==> src/source/game_params.svh <==
`ifndef GAME_PARAMS_SVH
`define GAME_PARAMS_SVH

// map object counts
`define N_BLOCKS        8
`define N_FLAKES        4
`define N_MONSTERS      2

// box sizes in pixels
`define PLAYER_W        16
`define PLAYER_H        16
`define BLOCK_W         24
`define BLOCK_H         8
`define ITEM_W          8
`define ITEM_H          8

// spawn point and jump height
`define START_X         0
`define START_Y         100
`define JUMP_RISE       20
`define START_HEALTH    3

// wishbone word addresses
`define REG_KEYS        0
`define REG_POS_X       1
`define REG_POS_Y       2
`define REG_STATUS      3
`define REG_ICE         4

`endif

==> src/source/game_pkg.sv <==
`include "game_params.svh"

package game_pkg;

    typedef logic [9:0]             coord_x_t;
    typedef logic [8:0]             coord_y_t;
    typedef logic [`N_BLOCKS-1:0]   block_mask_t;
    typedef logic [`N_FLAKES-1:0]   flake_mask_t;
    typedef logic [3:0]             score_t;
    typedef logic [3:0]             health_t;
    typedef logic [3:0]             contact_t;

    // bit positions inside contact_t
    localparam int CT_FLOOR = 0;
    localparam int CT_CEIL  = 1;
    localparam int CT_LEFT  = 2;
    localparam int CT_RIGHT = 3;

    typedef enum logic [1:0] {
        V_GROUND = 2'd0,
        V_RISE   = 2'd1,
        V_FALL   = 2'd2
    } vert_state_e;

    typedef enum logic [1:0] {
        G_PLAYING = 2'd0,
        G_WON     = 2'd1,
        G_LOST    = 2'd2
    } game_state_e;

    // true when [a, a+a_len) and [b, b+b_len) share a pixel
    function automatic logic span_overlap(input int a, input int a_len,
                                          input int b, input int b_len);
        return (a < b + b_len) && (a + a_len > b);
    endfunction

    // six floor blocks, then a step and a floating ledge
    function automatic coord_x_t block_x(input int idx);
        if (idx < 6) begin
            return coord_x_t'(24 * idx);
        end
        return (idx == 6) ? coord_x_t'(144) : coord_x_t'(104);
    endfunction

    function automatic coord_y_t block_y(input int idx);
        if (idx < 6) begin
            return coord_y_t'(200);
        end
        return (idx == 6) ? coord_y_t'(184) : coord_y_t'(164);
    endfunction

    function automatic coord_x_t flake_x(input int idx);
        case (idx)
            0:       return coord_x_t'(30);
            1:       return coord_x_t'(80);
            2:       return coord_x_t'(150);
            default: return coord_x_t'(110);
        endcase
    endfunction

    function automatic coord_y_t flake_y(input int idx);
        case (idx)
            0:       return coord_y_t'(188);
            1:       return coord_y_t'(188);
            2:       return coord_y_t'(172);
            default: return coord_y_t'(150);
        endcase
    endfunction

    // one monster on the floor, one beside the step
    function automatic coord_x_t monster_x(input int idx);
        return (idx == 0) ? coord_x_t'(60) : coord_x_t'(136);
    endfunction

    function automatic coord_y_t monster_y(input int idx);
        return (idx == 0) ? coord_y_t'(190) : coord_y_t'(176);
    endfunction

endpackage

==> src/source/wb_regs.sv <==
`timescale 1ns/100ps
`include "game_params.svh"

module wb_regs (
    input  logic                     clk,
    input  logic                     rst_n_i,
    input  logic                     wb_cyc_i,
    input  logic                     wb_stb_i,
    input  logic                     wb_we_i,
    input  logic [2:0]               wb_adr_i,
    input  logic [7:0]               wb_dat_i,
    output logic [15:0]              wb_dat_o,
    output logic                     wb_ack_o,
    output logic [2:0]               keys_o,
    output logic                     restart_o,
    input  game_pkg::coord_x_t       pos_x_i,
    input  game_pkg::coord_y_t       pos_y_i,
    input  game_pkg::score_t         score_i,
    input  game_pkg::health_t        health_i,
    input  game_pkg::game_state_e    state_i,
    input  game_pkg::block_mask_t    ice_i
);

    logic        req;
    logic        wr_keys;
    logic [15:0] rd_word;

    // new request, not yet acknowledged
    assign req     = wb_cyc_i & wb_stb_i & ~wb_ack_o;
    assign wr_keys = req & wb_we_i & (wb_adr_i == 3'(`REG_KEYS));

    // restart is a strobe only, lined up with the ack edge
    assign restart_o = wr_keys & wb_dat_i[3];

    always_comb begin
        case (wb_adr_i)
            `REG_KEYS:   rd_word = 16'(keys_o);
            `REG_POS_X:  rd_word = 16'(pos_x_i);
            `REG_POS_Y:  rd_word = 16'(pos_y_i);
            `REG_STATUS: rd_word = 16'({state_i, health_i, score_i});
            `REG_ICE:    rd_word = 16'(ice_i);
            default:     rd_word = '0;
        endcase
    end

    always_ff @(posedge clk or negedge rst_n_i) begin
        if (!rst_n_i) begin
            wb_ack_o <= 1'b0;
            keys_o   <= '0;
        end else begin
            wb_ack_o <= req;
            if (wr_keys) begin
                keys_o <= wb_dat_i[2:0];
            end
        end
    end

    // read word captured with the request, held through ack
    always_ff @(posedge clk) begin
        if (req) begin
            wb_dat_o <= rd_word;
        end
    end

    a_ack_single : assert property (
        @(posedge clk) disable iff (!rst_n_i) wb_ack_o |=> !wb_ack_o
    );

endmodule

==> src/source/block_collide.sv <==
`timescale 1ns/100ps
`include "game_params.svh"

module block_collide (
    input  logic                     clk,
    input  logic                     rst_n_i,
    input  game_pkg::coord_x_t       pos_x_i,
    input  game_pkg::coord_y_t       pos_y_i,
    output game_pkg::contact_t       contact_o,
    output game_pkg::block_mask_t    floor_mask_o
);

    // right edge of the play field, end of the step block
    localparam int FIELD_RIGHT = 168;

    game_pkg::contact_t    contact_d;
    game_pkg::block_mask_t floor_d;

    always_comb begin
        int   px;
        int   py;
        int   bx;
        int   by;
        logic h_ovl;
        logic v_ovl;

        px = int'(pos_x_i);
        py = int'(pos_y_i);
        floor_d = '0;
        contact_d = '0;
        // screen edges act as walls
        contact_d[game_pkg::CT_LEFT]  = (px == 0);
        contact_d[game_pkg::CT_RIGHT] = (px + `PLAYER_W == FIELD_RIGHT);

        for (int i = 0; i < `N_BLOCKS; i++) begin
            bx = int'(game_pkg::block_x(i));
            by = int'(game_pkg::block_y(i));
            h_ovl = game_pkg::span_overlap(px, `PLAYER_W, bx, `BLOCK_W);
            v_ovl = game_pkg::span_overlap(py, `PLAYER_H, by, `BLOCK_H);

            floor_d[i] = h_ovl && (py + `PLAYER_H == by);
            if (floor_d[i]) begin
                contact_d[game_pkg::CT_FLOOR] = 1'b1;
            end
            if (h_ovl && (py == by + `BLOCK_H)) begin
                contact_d[game_pkg::CT_CEIL] = 1'b1;
            end
            // player's left side against the block's right side
            if (v_ovl && (px == bx + `BLOCK_W)) begin
                contact_d[game_pkg::CT_LEFT] = 1'b1;
            end
            if (v_ovl && (px + `PLAYER_W == bx)) begin
                contact_d[game_pkg::CT_RIGHT] = 1'b1;
            end
        end
    end

    always_ff @(posedge clk or negedge rst_n_i) begin
        if (!rst_n_i) begin
            contact_o    <= '0;
            floor_mask_o <= '0;
        end else begin
            contact_o    <= contact_d;
            floor_mask_o <= floor_d;
        end
    end

endmodule

==> src/source/player_motion.sv <==
`timescale 1ns/100ps
`include "game_params.svh"

module player_motion (
    input  logic                     clk,
    input  logic                     rst_n_i,
    input  logic                     frame_i,
    input  logic [2:0]               keys_i,
    input  logic                     restart_i,
    input  game_pkg::contact_t       contact_i,
    input  game_pkg::game_state_e    state_i,
    output game_pkg::coord_x_t       pos_x_o,
    output game_pkg::coord_y_t       pos_y_o
);

    localparam int K_LEFT  = 0;
    localparam int K_RIGHT = 1;
    localparam int K_JUMP  = 2;

    logic                  step_q;
    logic [4:0]            rise_q;
    game_pkg::vert_state_e vstate_q;
    logic                  move_left;
    logic                  move_right;
    logic                  on_floor;

    assign move_left  = keys_i[K_LEFT] & ~keys_i[K_RIGHT] & ~contact_i[game_pkg::CT_LEFT];
    assign move_right = keys_i[K_RIGHT] & ~contact_i[game_pkg::CT_RIGHT];
    assign on_floor   = contact_i[game_pkg::CT_FLOOR];

    always_ff @(posedge clk or negedge rst_n_i) begin
        if (!rst_n_i) begin
            step_q   <= 1'b0;
            pos_x_o  <= game_pkg::coord_x_t'(`START_X);
            pos_y_o  <= game_pkg::coord_y_t'(`START_Y);
            vstate_q <= game_pkg::V_FALL;
            rise_q   <= '0;
        end else begin
            step_q <= frame_i;
            if (restart_i) begin
                // back to spawn, dropping in
                pos_x_o  <= game_pkg::coord_x_t'(`START_X);
                pos_y_o  <= game_pkg::coord_y_t'(`START_Y);
                vstate_q <= game_pkg::V_FALL;
                rise_q   <= '0;
            end else if (step_q && state_i == game_pkg::G_PLAYING) begin
                if (move_left) begin
                    pos_x_o <= pos_x_o - 1'b1;
                end else if (move_right) begin
                    pos_x_o <= pos_x_o + 1'b1;
                end

                case (vstate_q)
                    game_pkg::V_GROUND: begin
                        if (!on_floor) begin
                            vstate_q <= game_pkg::V_FALL;
                        end else if (keys_i[K_JUMP]) begin
                            vstate_q <= game_pkg::V_RISE;
                            rise_q   <= '0;
                        end
                    end
                    game_pkg::V_RISE: begin
                        // head bump or full height ends the climb
                        if (contact_i[game_pkg::CT_CEIL] || rise_q == 5'(`JUMP_RISE)) begin
                            vstate_q <= game_pkg::V_FALL;
                        end else begin
                            pos_y_o <= pos_y_o - 1'b1;
                            rise_q  <= rise_q + 1'b1;
                        end
                    end
                    default: begin
                        if (on_floor) begin
                            vstate_q <= game_pkg::V_GROUND;
                        end else begin
                            pos_y_o <= pos_y_o + 1'b1;
                        end
                    end
                endcase
            end
        end
    end

    a_vstate_legal : assert property (
        @(posedge clk) disable iff (!rst_n_i)
        vstate_q inside {game_pkg::V_GROUND, game_pkg::V_RISE, game_pkg::V_FALL}
    );

endmodule

==> src/source/pickup_tracker.sv <==
`timescale 1ns/100ps
`include "game_params.svh"

module pickup_tracker (
    input  logic                     clk,
    input  logic                     rst_n_i,
    input  logic                     restart_i,
    input  game_pkg::coord_x_t       pos_x_i,
    input  game_pkg::coord_y_t       pos_y_i,
    output game_pkg::score_t         score_o,
    output game_pkg::health_t        health_o
);

    game_pkg::flake_mask_t   flake_hit;
    game_pkg::flake_mask_t   collected_q;
    game_pkg::flake_mask_t   new_flakes;
    logic [`N_MONSTERS-1:0]  mon_hit;
    logic [`N_MONSTERS-1:0]  mon_hit_q;
    logic                    mon_entry;

    always_comb begin
        int px;
        int py;

        px = int'(pos_x_i);
        py = int'(pos_y_i);
        for (int i = 0; i < `N_FLAKES; i++) begin
            flake_hit[i] =
                game_pkg::span_overlap(px, `PLAYER_W, int'(game_pkg::flake_x(i)), `ITEM_W) &&
                game_pkg::span_overlap(py, `PLAYER_H, int'(game_pkg::flake_y(i)), `ITEM_H);
        end
        for (int i = 0; i < `N_MONSTERS; i++) begin
            mon_hit[i] =
                game_pkg::span_overlap(px, `PLAYER_W, int'(game_pkg::monster_x(i)), `ITEM_W) &&
                game_pkg::span_overlap(py, `PLAYER_H, int'(game_pkg::monster_y(i)), `ITEM_H);
        end
    end

    // each flake counts only the first time it is touched
    assign new_flakes = flake_hit & ~collected_q;
    // damage on the rising edge of any monster overlap
    assign mon_entry  = |(mon_hit & ~mon_hit_q);

    always_ff @(posedge clk or negedge rst_n_i) begin
        if (!rst_n_i) begin
            collected_q <= '0;
            score_o     <= '0;
            mon_hit_q   <= '0;
            health_o    <= game_pkg::health_t'(`START_HEALTH);
        end else if (restart_i) begin
            collected_q <= '0;
            score_o     <= '0;
            mon_hit_q   <= '0;
            health_o    <= game_pkg::health_t'(`START_HEALTH);
        end else begin
            collected_q <= collected_q | flake_hit;
            score_o     <= score_o + game_pkg::score_t'($countones(new_flakes));
            mon_hit_q   <= mon_hit;
            if (mon_entry && health_o != '0) begin
                health_o <= health_o - 1'b1;
            end
        end
    end

    a_score_bound : assert property (
        @(posedge clk) disable iff (!rst_n_i) score_o <= game_pkg::score_t'(`N_FLAKES)
    );

endmodule

==> src/source/stage_fsm.sv <==
`timescale 1ns/100ps

module stage_fsm (
    input  logic                     clk,
    input  logic                     rst_n_i,
    input  logic                     restart_i,
    input  game_pkg::block_mask_t    floor_mask_i,
    input  game_pkg::health_t        health_i,
    output game_pkg::game_state_e    state_o,
    output game_pkg::block_mask_t    ice_o
);

    game_pkg::block_mask_t ice_d;
    logic                  restart_q;

    // floor mask still shows the pre-restart spot for one cycle
    assign ice_d = restart_q ? ice_o : (ice_o | floor_mask_i);

    always_ff @(posedge clk or negedge rst_n_i) begin
        if (!rst_n_i) begin
            restart_q <= 1'b0;
            ice_o     <= '0;
            state_o   <= game_pkg::G_PLAYING;
        end else begin
            restart_q <= restart_i;
            if (restart_i) begin
                ice_o   <= '0;
                state_o <= game_pkg::G_PLAYING;
            end else begin
                ice_o <= ice_d;
                // end states hold until restart
                if (state_o == game_pkg::G_PLAYING) begin
                    if (health_i == '0) begin
                        state_o <= game_pkg::G_LOST;
                    end else if (&ice_d) begin
                        state_o <= game_pkg::G_WON;
                    end
                end
            end
        end
    end

endmodule

==> src/source/game_top.sv <==
`timescale 1ns/100ps

module game_top (
    input  logic        clk,
    input  logic        rst_n_i,
    input  logic        frame_i,
    input  logic        wb_cyc_i,
    input  logic        wb_stb_i,
    input  logic        wb_we_i,
    input  logic [2:0]  wb_adr_i,
    input  logic [7:0]  wb_dat_i,
    output logic [15:0] wb_dat_o,
    output logic        wb_ack_o
);

    logic [2:0]            keys;
    logic                  restart;
    game_pkg::coord_x_t    pos_x;
    game_pkg::coord_y_t    pos_y;
    game_pkg::contact_t    contact;
    game_pkg::block_mask_t floor_mask;
    game_pkg::score_t      score;
    game_pkg::health_t     health;
    game_pkg::game_state_e game_state;
    game_pkg::block_mask_t ice;

    wb_regs i_wb_regs (
        .clk          (clk),
        .rst_n_i      (rst_n_i),
        .wb_cyc_i     (wb_cyc_i),
        .wb_stb_i     (wb_stb_i),
        .wb_we_i      (wb_we_i),
        .wb_adr_i     (wb_adr_i),
        .wb_dat_i     (wb_dat_i),
        .wb_dat_o     (wb_dat_o),
        .wb_ack_o     (wb_ack_o),
        .keys_o       (keys),
        .restart_o    (restart),
        .pos_x_i      (pos_x),
        .pos_y_i      (pos_y),
        .score_i      (score),
        .health_i     (health),
        .state_i      (game_state),
        .ice_i        (ice)
    );

    block_collide i_block_collide (
        .clk          (clk),
        .rst_n_i      (rst_n_i),
        .pos_x_i      (pos_x),
        .pos_y_i      (pos_y),
        .contact_o    (contact),
        .floor_mask_o (floor_mask)
    );

    player_motion i_player_motion (
        .clk          (clk),
        .rst_n_i      (rst_n_i),
        .frame_i      (frame_i),
        .keys_i       (keys),
        .restart_i    (restart),
        .contact_i    (contact),
        .state_i      (game_state),
        .pos_x_o      (pos_x),
        .pos_y_o      (pos_y)
    );

    pickup_tracker i_pickup_tracker (
        .clk          (clk),
        .rst_n_i      (rst_n_i),
        .restart_i    (restart),
        .pos_x_i      (pos_x),
        .pos_y_i      (pos_y),
        .score_o      (score),
        .health_o     (health)
    );

    stage_fsm i_stage_fsm (
        .clk          (clk),
        .rst_n_i      (rst_n_i),
        .restart_i    (restart),
        .floor_mask_i (floor_mask),
        .health_i     (health),
        .state_o      (game_state),
        .ice_o        (ice)
    );

endmodule

==> config.mk <==
export PLATFORM = sky130hd
export DESIGN_NAME = game_top
export DESIGN_NICKNAME = d
export VERILOG_FILES = /design/src/source/game_pkg.sv /design/src/source/wb_regs.sv /design/src/source/block_collide.sv /design/src/source/player_motion.sv /design/src/source/pickup_tracker.sv /design/src/source/stage_fsm.sv /design/src/source/game_top.sv
export VERILOG_INCLUDE_DIRS = /design/src /design/src/source
export SDC_FILE = /design/constraint.sdc
export NUM_CORES = 1
export LEC_CHECK = 0
export BUFFER_PORTS_ARGS = -buffer_cell sky130_fd_sc_hd__buf_2
export CORE_AREA = 8 8 139 141
export DETAILED_ROUTE_END_ITERATION = 10
export DIE_AREA = 0 0 147 149
export GPL_ROUTABILITY_DRIVEN = 0
export GPL_TIMING_DRIVEN = 1
export PLACE_DENSITY = 0.51
export SYNTH_ARGS = -nofsm -noshare
export SYNTH_HDL_FRONTEND = slang
export SYNTH_SLANG_ARGS = --single-unit
==> constraint.sdc <==
create_clock -name clk -period 4.7 [get_ports clk]
set_clock_uncertainty 0.15 [all_clocks]
set_input_delay 0.705 -clock clk [delete_from_list [all_inputs] [get_ports clk]]
set_output_delay 0.705 -clock clk [all_outputs]
set_load 0.02 [all_outputs]
==> results.cfg, run 1 <==
[critical_path]
cp.arrival_ns = 4.34
cp.required_ns = 4.78
crit_start = i_player_motion.pos_x_o[5]
cp-start-kind = flip-flop
reg2reg_depth = 14
path_class = reg2reg
end_kind = flip-flop
worstReg2RegStart = i_player_motion.pos_x_o[5]
cp_max_fo = 10
rrSetupSlack_ns = 0.44
timing.rr.end = i_pickup_tracker.score_o[3]

[timing]
fin_setup_tns_ns = 0
period_minus_slack_ns = 4.260
worst_pin_slew_ns = 0.9877
rsz0062_at_grt = false
setup_violations = 0
hold_viol = 0
fmax_ghz = 0.2347
fin_crit_sh_pct = 90.64
slew_violations = 0
relSlewSlack_pct = 34.01

[place]
io_buffers = 23
dp.cells = 924
hpwl_um = 12820

[detailed_routing]
post-route-drc-count = 0
vias_per_cell = 5.652
postRouteAntennaNets = 0
drt_wl_total_um = 17120
drtPass1Iterations = 8
routed-via-count = 5313
drtIter0Drc = 500
routedWlPerCell_um = 18.21

[cts]
clock_sinks = 78
root_buffer = clkbuf_16
post_cts_buffers = 0
clk_pin_slew_ns = 0.07
cts_tree = built
cts_buffer_depth = 2
insertion_delay_ns = 0.35
post_cts_resized = 0
numCtsBuffers = 9
cts_max_level = 3
holdBufCountCts = 0

[synthesis]
ys_ff_latch = 78
ys.warnings.count = 0
synth_top_area_share_pct = 26.23
ys_top_cells_by_count = nor2_1, dfrtp_1, a21oi_1, nand2_1, inv_1
avgSynthCellArea_um2 = 8.498
synth_area_um2 = 5914
synth_largest_area_cell = dfrtp_1
synth_cells = 696
synth_edf_count = 10
synth.distinct_cells = 88
post-synth-top-count-cell = nor2_1
synth_ff_type = dfrtp_1
synth.area.top_cells = dfrtp_1, ha_1, edfxtp_1
ys_async_sr_fraction_pct = 87.18
seq_area_frac_synth_pct = 33.98

[power]
ir_drop_mv = 0.1813
p_leak_nw = 2.817
p_per_area_nw_per_um2 = 522.5

[worst_hold_path]
hold_class = in2async

[floorplan]
io_pins = 34
die_y_um = 149
start_util_pct = 34.68
die_w_um = 147
die_area_um2 = 21900
core_area_um2 = 17060
num_rows = 48

[finish]
finalNonFillerCells = 940
layout.nets = 765
fillers = 1758
synthToLayoutAreaGrowth_pct = 11.02
n_antenna_cell = 0
drive_above_1_share_pct = 13.15

[grt]
grt_usage_pct = 15.92
grt_pass1_wl_um = 27840
grt_antenna_before_repair = 0
grt_max_degree = 37
first_global_vias = 5282
overflow = 0

[status]
status = finished clean

[flow_run]
maxCapViolCount = 0
sequential cells by signal, indices dropped and copies added (netlist names):
register,cells
i_block_collide.floor_mask_o,8
i_block_collide.contact_o,4
i_stage_fsm.restart_q,1
i_wb_regs.wb_ack_o,1
i_pickup_tracker.health_o,4
i_pickup_tracker.mon_hit_q,2
i_player_motion.rise_q,5
i_stage_fsm.state_o,2
i_player_motion.vstate_q,2
i_wb_regs.wb_dat_o,10
i_player_motion.pos_x_o,10
i_player_motion.pos_y_o,9
i_pickup_tracker.score_o,4
i_player_motion.step_q,1
i_pickup_tracker.collected_q,4
i_wb_regs.keys_o,3
i_stage_fsm.ice_o,8
power breakdown:
group / switching, W / internal (W)
Clock: 0.000309 / 0.000397
Combinational: 0.000986 / 0.000663
Sequential: 0.000251 / 0.000825
Total: 0.00155 / 0.00189
per-stage QoR:
stage	total power [W]	area [um2]	util [%]	setup WS (ns)	hold slack [ns]
final	0.003431	6566	38.50	0.4398	0.3029
after global routing	0.003678	6566	38.50	0.2040	0.3095
after CTS	0.003433	6566	38.50	0.4832	0.3062
after detailed placement	0.002711	6265	36.73	0.4703	0.3300
after global placement	0.002679	6265	36.73	0.5295	0.3247
after floorplan	0.002246	5933	-	0.8469	0.2594
cells by family after synthesis:
group	count (synthesis)	synth area share, %
muxes	26	4.887
xor gates and xnor gates	18	2.666
and+or+nand+nor	259	22.40
adders and majority gates	38	8.674
buffers and inverters	91	6.748
AOI/OAI and AO/OA	185	20.58
DFF	78	33.98
other	1	0.06340
per-layer routing:
metal | track usage [%] | vias up | routed length, um
li1 | - | 2535 | -
met1 | 20.06 | 2568 | 7733
met2 | 25.37 | 172 | 7778
met3 | 3.459 | 38 | 1024
met4 | 8.057 | 0 | 584
met5 | 0 | - | 0
placed cells by master (no fill, tap or decap), types with 8 or more instances in the layout:
| master | n |
|---|---|
| nand3_1 | 14 |
| nor2b_1 | 9 |
| mux2_2 | 8 |
| inv_1 | 42 |
| buf_4 | 23 |
| and2_1 | 8 |
| nor3_1 | 25 |
| ha_1 | 33 |
| nor2_1 | 76 |
| nand2_1 | 57 |
| edfxtp_1 | 10 |
| buf_2 | 23 |
| a21oi_1 | 57 |
| a31oi_1 | 8 |
| clkbuf_16 | 10 |
| o21ai_0 | 37 |
| xnor2_1 | 13 |
| nand4_1 | 9 |
| nand2b_1 | 10 |
| mux2i_1 | 15 |
| nor4_1 | 11 |
| dfrtp_1 | 62 |
cell type report:
class | count | area (um2) | share of cell area (%)
inverters | 43 | 161.4 | 2.458
well taps | 225 | 281.5 | 4.287
clock buffers | 10 | 250.2 | 3.811
flip-flops and latches | 78 | 2009 | 30.60
repair buffers | 46 | 287.8 | 4.383
multi-input cells | 532 | 3525 | 53.68
clock inverters | 6 | 51.30 | 0.7812
worst max-delay path, cell delays in order, from the launching register on:
cell and delay (ns):
dfrtp_1 0.53, ha_1 0.51, nor4b_2 0.12, mux2i_1 0.46, a21oi_1 0.13, or4_1 0.58
nor2_1 0.11, ha_1 0.15, inv_1 0.05, fa_1 0.50, inv_1 0.04, ha_1 0.20
fa_1 0.38, xnor2_1 0.17, nor2_1 0.05
how the worst max path moves through the flow:
stage	endpoint	slack, ns	cells past startpoint
6_report	i_pickup_tracker.score_o[3]	0.44	14
5_1_grt	i_pickup_tracker.score_o[3]	0.20	14
4_1_cts	i_pickup_tracker.score_o[3]	0.48	14
3_5_place_dp	i_pickup_tracker.score_o[3]	0.47	14
3_3_place_gp	i_pickup_tracker.score_o[3]	0.53	14
2_1_floorplan	i_pickup_tracker.score_o[3]	0.85	17
Power figures use the tool's default switching activity.
==> run 2, diff against run 1 <==
--- a/config.mk
+++ b/config.mk
@@ -7,12 +7,15 @@
 export NUM_CORES = 1
 export LEC_CHECK = 0
 export BUFFER_PORTS_ARGS = -buffer_cell sky130_fd_sc_hd__buf_2
+export CELL_PAD_IN_SITES_DETAIL_PLACEMENT = 0
+export CELL_PAD_IN_SITES_GLOBAL_PLACEMENT = 1
 export CORE_AREA = 8 8 139 141
 export DETAILED_ROUTE_END_ITERATION = 10
 export DIE_AREA = 0 0 147 149
 export GPL_ROUTABILITY_DRIVEN = 0
 export GPL_TIMING_DRIVEN = 1
-export PLACE_DENSITY = 0.51
+export HOLD_SLACK_MARGIN = 0.06
+export PLACE_DENSITY = 0.63
 export SYNTH_ARGS = -nofsm -noshare
 export SYNTH_HDL_FRONTEND = slang
 export SYNTH_SLANG_ARGS = --single-unit
==> results.cfg, run 2 (synthesis results as in run 1) <==
[flow_run]
maxCapViolCount = 0

[cts]
root_buffer = clkbuf_16
holdBufCountCts = 0
cts_max_level = 3
clk_pin_slew_ns = 0.06
cts_buffer_depth = 2
clock_sinks = 78
insertion_delay_ns = 0.35
post_cts_resized = 0
post_cts_buffers = 0
cts_tree = built
numCtsBuffers = 9

[finish]
n_antenna_cell = 0
synthToLayoutAreaGrowth_pct = 11.28
mostFrequentLayoutCells = nor2_1, dfrtp_1, nand2_1, a21oi_1, inv_1
layout.nets = 767
reg_top3 = i_player_motion.pos_x_o: 10 flops, i_wb_regs.wb_dat_o: 10 flops, i_player_motion.pos_y_o: 9 flops
finalNonFillerCells = 942
drive_above_1_share_pct = 13.39
final_common_cell = nor2_1

[floorplan]
die_area_um2 = 21900
start_util_pct = 34.68
io_pins = 34
die_w_um = 147
die_y_um = 149
num_rows = 48
core_area_um2 = 17060

[detailed_routing]
routedWlPerCell_um = 19.24
postRouteAntennaNets = 0
drt_wl_total_um = 18130
vias_per_cell = 5.705
routed.top_layer = met4
routed-via-count = 5374
wl_met3_um = 1032
met1_length_um = 8248
wl_met2_um = 8409
post-route-drc-count = 0
drtPass1Iterations = 5
drtIter0Drc = 324

[critical_path]
worstReg2RegStart = i_player_motion.pos_y_o[5]
cp.arrival_ns = 4.31
slowest_stage = dfstp_2
crit_start = i_player_motion.pos_y_o[5]
cp_max_fo = 8
crit_path_max_incr_delay_ns = 0.53
cp-start-kind = flip-flop
critical_path_buf_inv_count = 2
critPathTopFamily = adder cells
end_kind = flip-flop
path_class = reg2reg
path_cells = ha_1, nand2_1, o21ai_1, a21o_1, a31oi_1, nor3_1, o221a_2, nor2b_1, ha_1, inv_1, fa_1, inv_1, ha_1, fa_1, xnor2_1, nor2_1
cp.required_ns = 4.76
critPathMostFrequentCell = ha_1

[power]
p_leak_nw = 2.827
ir_drop_mv = 0.1929
p_per_area_nw_per_um2 = 525.1

[timing]
setup_violations = 0
rsz0062_at_grt = false
worst_pin_slew_ns = 1.009
fmax_ghz = 0.2354
fin_setup_tns_ns = 0
slew_violations = 0
relSlewSlack_pct = 32.74
period_minus_slack_ns = 4.249
hold_viol = 0
fin_crit_sh_pct = 90.40

[worst_hold_path]
min_from = frame_i
hold_class = in2reg

[place]
hpwl_um = 13530
io_buffers = 23
dp.cells = 926

[grt]
overflow = 0
grt_pass1_wl_um = 29480
grt_usage_pct = 16.95
grt_max_degree = 44
grt_antenna_before_repair = 0
first_global_vias = 5320

[status]
status = finished clean
[run 2: stage by stage]
stage                     hold slack (ns)  area [um2]  setup WS [ns]  utilization [%]  power (W)
after global placement             0.3262        6280         0.5412            36.82   0.002700
final                              0.3226        6581         0.4514            38.59   0.003456
after CTS                          0.3083        6581         0.4225            38.59   0.003457
after global routing               0.3128        6581         0.1558            38.59   0.003710
after detailed placement           0.3344        6280         0.4616            36.82   0.002740
after floorplan                    0.2594        5933         0.8469                -   0.002246
[run 2: power breakdown]
group / switching, W / internal [W] / total (W)
clock network: 0.000308 / 0.000397 / 0.000705
registers: 0.000273 / 0.000824 / 0.00110
logic: 0.000990 / 0.000663 / 0.00165
[run 2: per-layer routing]
| metal | track usage [%] | vias up |
|---|---|---|
| li1 | - | 2542 |
| met1 | 21.87 | 2626 |
| met2 | 27.44 | 176 |
| met3 | 3.398 | 30 |
| met4 | 6.680 | 0 |
| met5 | 0 | - |
[run 2: worst paths after layout]
| check | end | slack [ns] | cells after the start |
|---|---|---|---|
| min in group asynchronous | i_stage_fsm.ice_o[0] | 0.37 | 1 |
| hold reg to reg | i_pickup_tracker.collected_q[1] | 0.35 | 1 |
| setup reg to reg | i_pickup_tracker.score_o[3] | 0.45 | 16 |
| setup / recovery | i_pickup_tracker.score_o[3] | 0.45 | 16 |
| max in group asynchronous | i_player_motion.vstate_q[1] | 3.00 | 2 |
| hold / removal | i_player_motion.step_q | 0.32 | 1 |
[run 2: final cells by class]
cell class	instances	area [um2]
clock buffers	10	250.2
clock inverters	6	51.30
fillers	1762	10480
inverters	43	161.4
multi-input cells	532	3525
flip-flops and latches	78	2009
well taps	225	281.5
repair buffers	48	302.8
[run 2: worst reg2reg max path, delay by kind of cell, from the launching register on]
family                   cells  cell delay [ns]
XOR/XNOR                     1             0.17
AO/OA/AOI/OAI                4             0.92
AND/OR/NAND/NOR              4             0.75
flip-flops                   1             0.53
adder cells (fa/ha/maj)      5             1.53
buffers and inverters        2             0.09
